--- src/verilog/dmc_clk_pkg.sv ---
package dmc_clk_pkg;

  // serial tag packet fields
  localparam int tag_node_width_c    = 4;
  localparam int tag_payload_width_c = 8;

  // fixed node ids
  localparam logic [tag_node_width_c-1:0] node_async_reset_c = 4'd0;
  localparam logic [tag_node_width_c-1:0] node_ds_c          = 4'd1;

  // delay nodes start here, one per strobe line
  // the trigger nodes follow right after the last delay node
  localparam logic [tag_node_width_c-1:0] node_dly_base_c = 4'd2;

  // downsampler payload after reset
  // bit 7 holds the divider in reset, bits 1:0 are the divide value
  localparam logic [tag_payload_width_c-1:0] ds_reset_default_c = 8'h80;

  // serial receiver states
  typedef enum logic [1:0] {
    TAG_IDLE,
    TAG_NODE,
    TAG_KIND,
    TAG_PAYLOAD
  } tag_state_e;

endpackage

--- src/verilog/tag_decode.sv ---
module tag_decode
  import dmc_clk_pkg::*;
  (input                                  clk_i
  ,input                                  reset_i
  // serial tag bit, idles low
  ,input                                  tag_data_i
  // one cycle strobe, fields below only valid with it
  ,output logic                           pkt_v_o
  ,output logic [tag_node_width_c-1:0]    pkt_node_o
  ,output logic                           pkt_data_not_reset_o
  ,output logic [tag_payload_width_c-1:0] pkt_payload_o
  );

  // counter covers the longest field, which is the payload
  localparam cnt_width_lp = $clog2(tag_payload_width_c);

  tag_state_e state_r;
  tag_state_e state_n;

  logic [cnt_width_lp-1:0] cnt_r;
  logic                    last_node_bit;
  logic                    last_payload_bit;

  assign last_node_bit    = (cnt_r == cnt_width_lp'(tag_node_width_c - 1));
  assign last_payload_bit = (cnt_r == cnt_width_lp'(tag_payload_width_c - 1));

  // next state
  always_comb begin
    state_n = state_r;
    case (state_r)
      TAG_IDLE: begin
        // start bit
        if (tag_data_i) begin
          state_n = TAG_NODE;
        end
      end
      TAG_NODE: begin
        if (last_node_bit) begin
          state_n = TAG_KIND;
        end
      end
      TAG_KIND: begin
        state_n = TAG_PAYLOAD;
      end
      TAG_PAYLOAD: begin
        if (last_payload_bit) begin
          state_n = TAG_IDLE;
        end
      end
      default: begin
        state_n = TAG_IDLE;
      end
    endcase
  end

  // control state
  always_ff @(posedge clk_i) begin
    if (reset_i) begin
      state_r <= TAG_IDLE;
      cnt_r   <= '0;
      pkt_v_o <= 1'b0;
    end else begin
      state_r <= state_n;
      // bit count restarts at every field boundary
      if ((state_n == state_r) && (state_r != TAG_IDLE)) begin
        cnt_r <= cnt_r + 1'b1;
      end else begin
        cnt_r <= '0;
      end
      // strobe in the cycle right after the last payload bit
      pkt_v_o <= (state_r == TAG_PAYLOAD) && last_payload_bit;
    end
  end

  // field shift registers, msb arrives first
  always_ff @(posedge clk_i) begin
    if (state_r == TAG_NODE) begin
      pkt_node_o <= {pkt_node_o[tag_node_width_c-2:0], tag_data_i};
    end
    if (state_r == TAG_KIND) begin
      pkt_data_not_reset_o <= tag_data_i;
    end
    if (state_r == TAG_PAYLOAD) begin
      pkt_payload_o <= {pkt_payload_o[tag_payload_width_c-2:0], tag_data_i};
    end
  end

endmodule

--- src/verilog/tag_client_regs.sv ---
module tag_client_regs
  import dmc_clk_pkg::*;
 #(parameter  num_lines_p  = 2
  ,parameter  num_adgs_p   = 2
  ,localparam tap_width_lp = $clog2(4*num_adgs_p))
  (input                                      clk_i
  ,input                                      reset_i
  // decoded packet from the receiver
  ,input                                      pkt_v_i
  ,input        [tag_node_width_c-1:0]        pkt_node_i
  ,input                                      pkt_data_not_reset_i
  ,input        [tag_payload_width_c-1:0]     pkt_payload_i
  // settings
  ,output logic                               async_reset_o
  ,output logic                               ds_reset_o
  ,output logic [1:0]                         ds_val_o
  ,output logic [num_lines_p*tap_width_lp-1:0] tap_o
  );

  localparam num_taps_lp = 4*num_adgs_p;
  localparam logic [tag_payload_width_c-1:0] max_tap_lp =
    tag_payload_width_c'(num_taps_lp - 1);

  logic                                     pkt_v_r;
  logic [tag_node_width_c-1:0]              node_r;
  logic                                     data_not_reset_r;
  logic [tag_payload_width_c-1:0]           payload_r;
  logic [tap_width_lp-1:0]                  clamped_tap;
  logic [num_lines_p-1:0][tap_width_lp-1:0] shadow_r;
  logic [num_lines_p-1:0][tap_width_lp-1:0] active_r;

  // packet capture stage
  always_ff @(posedge clk_i) begin
    if (reset_i) begin
      pkt_v_r <= 1'b0;
    end else begin
      pkt_v_r <= pkt_v_i;
    end
  end

  always_ff @(posedge clk_i) begin
    if (pkt_v_i) begin
      node_r           <= pkt_node_i;
      data_not_reset_r <= pkt_data_not_reset_i;
      payload_r        <= pkt_payload_i;
    end
  end

  // oversized taps saturate at the last stage
  assign clamped_tap = (payload_r > max_tap_lp) ? tap_width_lp'(max_tap_lp)
                                                : payload_r[tap_width_lp-1:0];

  // apply stage
  always_ff @(posedge clk_i) begin
    if (reset_i) begin
      async_reset_o <= 1'b1;
      ds_reset_o    <= ds_reset_default_c[7];
      ds_val_o      <= ds_reset_default_c[1:0];
      shadow_r      <= '0;
      active_r      <= '0;
    end else if (pkt_v_r) begin
      if (node_r == node_async_reset_c) begin
        async_reset_o <= data_not_reset_r ? payload_r[0] : 1'b1;
      end
      if (node_r == node_ds_c) begin
        if (data_not_reset_r) begin
          ds_reset_o <= payload_r[7];
          ds_val_o   <= payload_r[1:0];
        end else begin
          ds_reset_o <= ds_reset_default_c[7];
          ds_val_o   <= ds_reset_default_c[1:0];
        end
      end
      for (int i = 0; i < num_lines_p; i++) begin
        // delay write lands in the shadow, a reset packet clears both copies
        if (node_r == tag_node_width_c'(node_dly_base_c + i)) begin
          if (data_not_reset_r) begin
            shadow_r[i] <= clamped_tap;
          end else begin
            shadow_r[i] <= '0;
            active_r[i] <= '0;
          end
        end
        // trigger moves the shadow onto the line
        if (data_not_reset_r
            && (node_r == tag_node_width_c'(node_dly_base_c + num_lines_p + i))) begin
          active_r[i] <= shadow_r[i];
        end
      end
    end
  end

  assign tap_o = active_r;

endmodule

--- src/verilog/dly_line.sv ---
module dly_line
 #(parameter  num_adgs_p   = 2
  ,localparam tap_width_lp = $clog2(4*num_adgs_p))
  (input                     clk_i
  ,input                     reset_i
  // selects how many extra cycles of delay
  ,input  [tap_width_lp-1:0] tap_i
  ,input                     line_i
  ,output logic              line_o
  );

  // four taps per delay stage
  localparam num_taps_lp = 4*num_adgs_p;

  // history of the line, bit 0 is the newest sample
  logic [num_taps_lp-1:0] hist_r;

  always_ff @(posedge clk_i) begin
    if (reset_i) begin
      hist_r <= '0;
    end else begin
      hist_r <= {hist_r[num_taps_lp-2:0], line_i};
    end
  end

  // tap 0 is the line one cycle late
  // a new tap reselects from the history at once
  assign line_o = hist_r[tap_i];

endmodule

--- src/verilog/clk_downsample.sv ---
module clk_downsample
  (input              clk_i
  // held high by the tag to park the divider
  ,input              ds_reset_i
  // output toggles every ds_val_i + 1 cycles
  ,input        [1:0] ds_val_i
  ,output logic       clk_div_o
  );

  logic [1:0] count_r;
  logic       count_done;

  assign count_done = (count_r == ds_val_i);

  always_ff @(posedge clk_i) begin
    if (ds_reset_i) begin
      count_r   <= '0;
      clk_div_o <= 1'b0;
    end else if (count_done) begin
      // half period reached
      count_r   <= '0;
      clk_div_o <= ~clk_div_o;
    end else begin
      count_r <= count_r + 1'b1;
    end
  end

endmodule

--- src/verilog/dmc_clk_rst_gen.sv ---
module dmc_clk_rst_gen
  import dmc_clk_pkg::*;
 #(parameter num_lines_p = 2
  ,parameter num_adgs_p  = 2)
  (input                    clk_i
  ,input                    reset_i
  // serial configuration
  ,input                    tag_data_i
  // strobe lines in and delayed out
  ,input  [num_lines_p-1:0] line_i
  ,output [num_lines_p-1:0] line_o
  // reset level for the dram controller
  ,output                   async_reset_o
  // divided controller clock
  ,output                   div_clk_o
  );

  localparam tap_width_lp = $clog2(4*num_adgs_p);

  logic                                 pkt_v;
  logic [tag_node_width_c-1:0]          pkt_node;
  logic                                 pkt_data_not_reset;
  logic [tag_payload_width_c-1:0]       pkt_payload;
  logic                                 ds_reset;
  logic [1:0]                           ds_val;
  logic [num_lines_p*tap_width_lp-1:0]  tap;

  tag_decode decode
    (.clk_i                ( clk_i              )
    ,.reset_i              ( reset_i            )
    ,.tag_data_i           ( tag_data_i         )
    ,.pkt_v_o              ( pkt_v              )
    ,.pkt_node_o           ( pkt_node           )
    ,.pkt_data_not_reset_o ( pkt_data_not_reset )
    ,.pkt_payload_o        ( pkt_payload        ));

  tag_client_regs #
    (.num_lines_p ( num_lines_p )
    ,.num_adgs_p  ( num_adgs_p  ))
  regs
    (.clk_i                ( clk_i              )
    ,.reset_i              ( reset_i            )
    ,.pkt_v_i              ( pkt_v              )
    ,.pkt_node_i           ( pkt_node           )
    ,.pkt_data_not_reset_i ( pkt_data_not_reset )
    ,.pkt_payload_i        ( pkt_payload        )
    ,.async_reset_o        ( async_reset_o      )
    ,.ds_reset_o           ( ds_reset           )
    ,.ds_val_o             ( ds_val             )
    ,.tap_o                ( tap                ));

  // one delay line per strobe
  for (genvar i = 0; i < num_lines_p; i++) begin : dly_lines
    dly_line #(.num_adgs_p(num_adgs_p)) dly
      (.clk_i   ( clk_i                                )
      ,.reset_i ( reset_i                              )
      ,.tap_i   ( tap[i*tap_width_lp +: tap_width_lp]  )
      ,.line_i  ( line_i[i]                            )
      ,.line_o  ( line_o[i]                            ));
  end

  // controller clock, parked while the tag holds ds_reset
  clk_downsample ds
    (.clk_i      ( clk_i     )
    ,.ds_reset_i ( ds_reset  )
    ,.ds_val_i   ( ds_val    )
    ,.clk_div_o  ( div_clk_o ));

endmodule

--- config.mk ---
export PLATFORM = sky130hd
export DESIGN_NAME = dmc_clk_rst_gen
export DESIGN_NICKNAME = d
export VERILOG_FILES = /design/src/verilog/dmc_clk_pkg.sv /design/src/verilog/tag_decode.sv /design/src/verilog/tag_client_regs.sv /design/src/verilog/dly_line.sv /design/src/verilog/clk_downsample.sv /design/src/verilog/dmc_clk_rst_gen.sv
export SDC_FILE = /design/constraint.sdc
export NUM_CORES = 1
export LEC_CHECK = 0
export ABC_AREA = 1
export ABC_CLOCK_PERIOD_IN_PS = 2100
export BUFFER_PORTS_ARGS = -buffer_cell sky130_fd_sc_hd__buf_2
export CORE_AREA = 4 4 91 93
export CTS_BUF_LIST = sky130_fd_sc_hd__clkbuf_16
export DETAILED_ROUTE_END_ITERATION = 8
export DIE_AREA = 0 0 95 97
export PLACE_DENSITY = 0.58
export SLEW_MARGIN = 20
export SYNTH_ARGS = -nofsm -noshare
export SYNTH_HDL_FRONTEND = slang
export SYNTH_SLANG_ARGS = --single-unit
--- constraint.sdc ---
create_clock -name clk_i -period 2.1 [get_ports clk_i]
set_input_delay 0 -clock clk_i [delete_from_list [all_inputs] [get_ports clk_i]]
set_output_delay 0 -clock clk_i [all_outputs]
set_load 0.01 [all_outputs]
Yosys cells after proc, flatten, opt, wreduce, memory -nomap -nowiden
Index checks and enable logic that the tools add are counted.
- add/sub/neg operators: 2
- multiply operators: 0
- divide/modulo/power cells: 0
- order comparisons: 3
- equality and inequality tests: 14
- shift operators: 0
- multiplexer cells: 18
- bitwise gates (word level): 2
- reduce and logical (&&, ||, !) cells: 17
- operator list (cell ; count):
    $mux W3 ; 7
    $eq A4 B2 Y1 const B ; 2
    $eq A4 B3 Y1 const B ; 2
    $gt A8 B3 Y1 const B ; 1
    $lt A3 B4 Y1 const B ; 2
    $mux W2 ; 4
    $pmux W2 S4 ; 1
    $reduce_and A2 Y1 ; 4
    $bmux W1 S3 ; 2
    $reduce_and A3 Y1 ; 2
    $reduce_bool A2 Y1 ; 3
    $eq A2 B2 Y1 ; 2
    $eq A2 B2 Y1 const B ; 2
    $eq A4 B1 Y1 const B ; 1
    $logic_and A1 B1 Y1 ; 4
    $logic_not A4 Y1 ; 1
    $mux W1 ; 4
    $ne A2 B2 Y1 const B ; 2
    $reduce_or A2 Y1 ; 2
    $add A3 B1 Y3 const B ; 1
    $eq A3 B2 Y1 const B ; 1
    $eq A3 B3 Y1 const B ; 1
    $add A2 B1 Y2 const B ; 1
    $eq A2 B1 Y1 const B ; 1
    2 further kinds ; 3
- register bits: 68
- latch bits: 0
- bits in writable memories: 0
- memory bits (read-only): 0
- input bits: 5
- output and inout port bits: 4
- word-level logic and storage cells: 77
- memories kept: 0

Longest topological paths before layout
- depth after elaboration: 7
- depth in mapped cells: 7
- gate-level depth less buffers: 7

By module
Synthesis repeated with hierarchy kept, for this count alone.
- cell total of the unflattened synthesis: 285
- area, all modules: 2597.5 µm²
- by module, submodules not included (module ; times used ; cells an instance ; area an instance (µm²) ; sequential area each (µm²)):
    tag_client_regs ; 1 ; 122 ; 1168.6 ; 730.7
    tag_decode ; 1 ; 47 ; 656.9 ; 510.5
    dly_line ; 2 ; 46 ; 307.8 ; 160.2
    clk_downsample ; 1 ; 24 ; 156.4 ; 60.1

Worst setup path after synthesis
OpenSTA, ideal clock, no wires.
- kind: reg-to-reg
- start point: register decode.cnt_r[0]
- end point: register decode.cnt_r[0]
- library setup time: 66 ps
- data arrival time: 1108 ps
- data required time: 2034 ps
- path slack: 925 ps
- stages on the path, launching flop included: 6
- buffers on the path: 0
- period minus slack after synthesis: 1175 ps
- cells stage by stage: dfxtp_1 > ha_1 > ha_1 > o21ai_0 > nand4_1 > nor2_1
- word-level cells in the longest chain between the ends: 7
- elaborated cells between the ends (all ways): 10
- classes of those cells: add/sub: 1; eq/ne: 3; mux: 3; bitwise: 1; reduce/logical: 2
- RTL lines (what ; RTL line ; source):
    from (decl) ; tag_decode.sv:20 ; logic [cnt_width_lp-1:0] cnt_r;
    from (signal assigned) ; tag_decode.sv:66 ; cnt_r <= cnt_r + 1'b1;
    $eq A3 B3 Y1 or $eq A3 B2 Y1 (tied branches) ; tag_decode.sv:25, tag_decode.sv:24 ;
    $mux W2, on equally long branches ; tag_decode.sv:46, tag_decode.sv:38 ;
    $pmux W2 S4 ; tag_decode.sv:30 ; case (state_r)
    $eq A2 B2 Y1 ; tag_decode.sv:65 ; if ((state_n == state_r) && (state_r != TAG_IDLE)) begin
    $logic_and A1 B1 Y1 ; tag_decode.sv:65 ;
    $not A1 Y1 (no source line) ; - ;
    $reduce_or A2 Y1 (no source line) ; - ;
Parallel ways exist; a longest one is shown, timed or not.
A chain may end at the register's enable or synchronous reset.

Final worst setup path
- start point: register regs.active_r, in the netlist regs.tap_o[0]
- end point: output line_o[0]
- word-level cells in the longest chain between the ends: 2
- RTL lines (what ; RTL line ; source):
    from (decl) ; tag_client_regs.sv:30 ; logic [num_lines_p-1:0][tap_width_lp-1:0] active_r;
    from (signal, indexed assignment) ; tag_client_regs.sv:87 ; active_r[i] <= shadow_r[i];
    $bmux W1 S3 ; dly_line.sv:28 ; assign line_o = hist_r[tap_i];
    $mux W1 (not written as such) ; dly_line.sv:28 ;
    to (decl) ; dmc_clk_rst_gen.sv:11 ; ,output [num_lines_p-1:0] line_o
Every way passes these cells. The select of a mux whose other input is x is not followed.

==> impl_results.md <==
- Starting Density: 0.339
- Static Leak: 1.20 nW
- Clock-pin slew on the worst setup and hold paths: 0.05 ns
- Min-delay src: reset_i
- Fillers: 802
- Area Overhead vs Synth: 16.4%
- Worst hold slack: 0.111 ns
- Least-Margin Pin Slew: 0.582 ns
- Max stage delay on crit path: 0.41 ns
- Share of cells above drive strength 1: 0.0761
- DR WL met3: 121 µm
- Cell Rows: 32
- Die H: 97 µm
- First-pass GRT wire length: 7.12 mm
- Worst VDD drop: 451 µV
- EDFF count, synth: 26
- Total negative slack: 0 ns
- Max Cap Viol: 0
- Slew HR: 0.611
- Worst skew pair latency: 0.32 ns
- Largest area contributor in the netlist: dfxtp_1
- Final setup margin: 0.723 ns
- FMAX: 0.726 GHz
- Ys flop type: dfxtp_1
- DR DRC count: 0
- Detail Route Antenna Nets: 0
- Worst Hold Class: in2reg
- WP data arrival: 1.38 ns
- Synth area leaders: dfxtp_1 (33%), edfxtp_1 (31%), nor2_1 (6.9%)
- Metal2 WL: 1.94 mm
- GP Congestion: 0.847
- Sequential share of the synthesized area: 0.636
- H-Tree Depth: 3
- Non-filler cells, final: 391
- Via count: 1714
- Nets: 292
- Crit Path Class: reg2out
- Core Area: 7530 µm²
- Post-CTS sizing: 0
- Placed instance area: 2680 µm²
- Largest net degree at the start of global routing: 29
- Worst setup EP type: output pin
- Critical path startpoint: regs.tap_o[0]
- Top sig layer: met4
- Synthesized cell area: 2550 µm²
- CTS sink cnt: 68
- Number of global-route vias before repair: 1621
- Synth unique cells: 23
- Remaining Overflow, GRT: 0
- ANT cells: 0
- Dpl cells: 372
- Max-slew violations: 0
- Starting DRT DRC Count: 96
- Yosys top cell area share: 0.330
- Yosys reg bits: 68
- Die Area: 9220 µm²
- DRT Pass-1 Iters: 4
- Critical path startpoint category: flip-flop
- Clk_skew: 0.00579 ns
- Synth Net Count: 277
- Pwr Density: 906 nW/µm²
- Synth top cells by count: nor2_1 (47), dfxtp_1 (42), inv_1 (41)
- Total GRT Usage: 0.102
- Buf+Inv Stages, Crit Path: 2
- Final period util: 0.656
- Post-Syn Area per Cell: 9.47 µm²
- Initial antenna violation count: 0
- Async SR Flop Fraction: 0
- Met1 WL: 1.99 mm
- Cells after synthesis: 269
- Final setup viols: 0
- CP max FO: 7
- Worst EP required: 2.10 ns
- Final Cell Area: 2970 µm²
- Port bufs: 8
- Root Buffer: clkbuf_16
- CTS tree: done
- Final hold violations: 0
- Worst path slowest cell: dfxtp_1
- Worst slack at placement: 0.771 ns
- Status: complete, no violations
- DPL Wire Length: 2.83 mm
- Total of warnings raised by yosys: 0
- IO Count: 9
- Count leader, synth: nor2_1
- Via density per instance: 4.38
- Worst r2r src: decode.cnt_r[0]
- Routed len/inst: 10.7 µm
- Cell Chain, Critical Path: inv_1 -> o211ai_1 -> nand2_1 -> o21a_1 -> buf_2
- Num CTS Buffers: 9
- DIE WIDTH: 95 µm
- Post-layout min period: 1.38 ns
- Crit-path leading delay family: flip-flops
- RSZ-0062 raised after global routing: no
- Final wirelength: 4.17 mm
- Max clock buf depth: 2
[per-stage QoR]
stage | total power, W | util
floorplan | 0.00144 | -
global placement | 0.00145 | 0.356
detailed placement | 0.00145 | 0.356
CTS | 0.00273 | 0.394
global route | 0.00280 | 0.394
finish | 0.00269 | 0.394
[tightest hold or removal path: stages]
cell and delay [ns]:
buf_2 0.11, clkinv_1 0.17, nand3_1 0.10
[report_power, final]
group          total (W)  switching, W  internal [W]
registers        0.00139    0.00000632       0.00138
logic          0.0000440     0.0000277     0.0000163
clock network    0.00126      0.000488      0.000770
total            0.00269      0.000522       0.00217
[placed cells by master, fill, tap and decap left out, types with 2 or more instances in the layout]
master	netlist	layout
a21oi_1	16	16
buf_2	3	8
clkbuf_16	0	9
clkinv_1	1	2
clkinv_2	0	2
dfxtp_1	42	42
dlygate4sd3_1	0	3
edfxtp_1	26	26
ha_1	3	3
inv_1	41	45
nand2_1	35	35
nand3_1	11	11
nand4_1	8	8
nor2_1	47	47
o211ai_1	5	5
o21a_1	2	2
o21ai_0	17	17
xor2_1	2	2
[path summary, 6_finish.rpt]
path / endpoint / slack (ns) / depth (start not counted)
max: line_o[0] / 0.72 / 5
min: regs.async_reset_o / 0.11 / 3
max reg2reg: decode.cnt_r[0] / 0.76 / 5
min reg2reg: dly_lines[1].dly.hist_r[5] / 0.42 / 2
[cell families (layout without fill, tap and decap cells)]
logic type,after synthesis,after routing,share of synthesized area
AO/OA/AOI/OAI,41,41,0.0889
XOR/XNOR,3,3,0.0103
adder cells (fa/ha/maj),3,3,0.0147
buffers and inverters,50,70,0.0781
flip-flops,68,68,0.636
AND/OR/NAND/NOR,104,104,0.172
[cell type report]
type                       count  area (µm²)  share of cell area
clock buffer                   9         225              0.0759
clock inverter                 7        28.8             0.00970
inverter                      42         158              0.0531
multi-input combinational    151         728               0.245
sequential                    68        1620               0.547
tap                          102         128              0.0430
timing repair buffer          12        77.6              0.0261
[what timing repair did]
item                                   in CTS  in global routing
buffers inserted                            0                  0
hold buffers                                3                  0
endpoints found under the hold margin       6                  0
[registers in the layout (all words and copies together) (netlist names), 2 cells and up]
register and flops:
decode.cnt_r 3, decode.pkt_node_o 4, decode.pkt_payload_o 8, decode.state_r 2, dly_lines.dly.hist_r 16, ds.count_r 2, regs.ds_val_o 2, regs.node_r 4
regs.payload_r 8, regs.shadow_r 6, regs.tap_o 6
[per-layer routing]
metal,up-vias,track usage
met5,-,0
met2,15,0.152
met4,0,0.0721
li1,902,-
met3,10,0.0373
met1,787,0.118
Note: power is estimated with default switching activity, not from simulation.
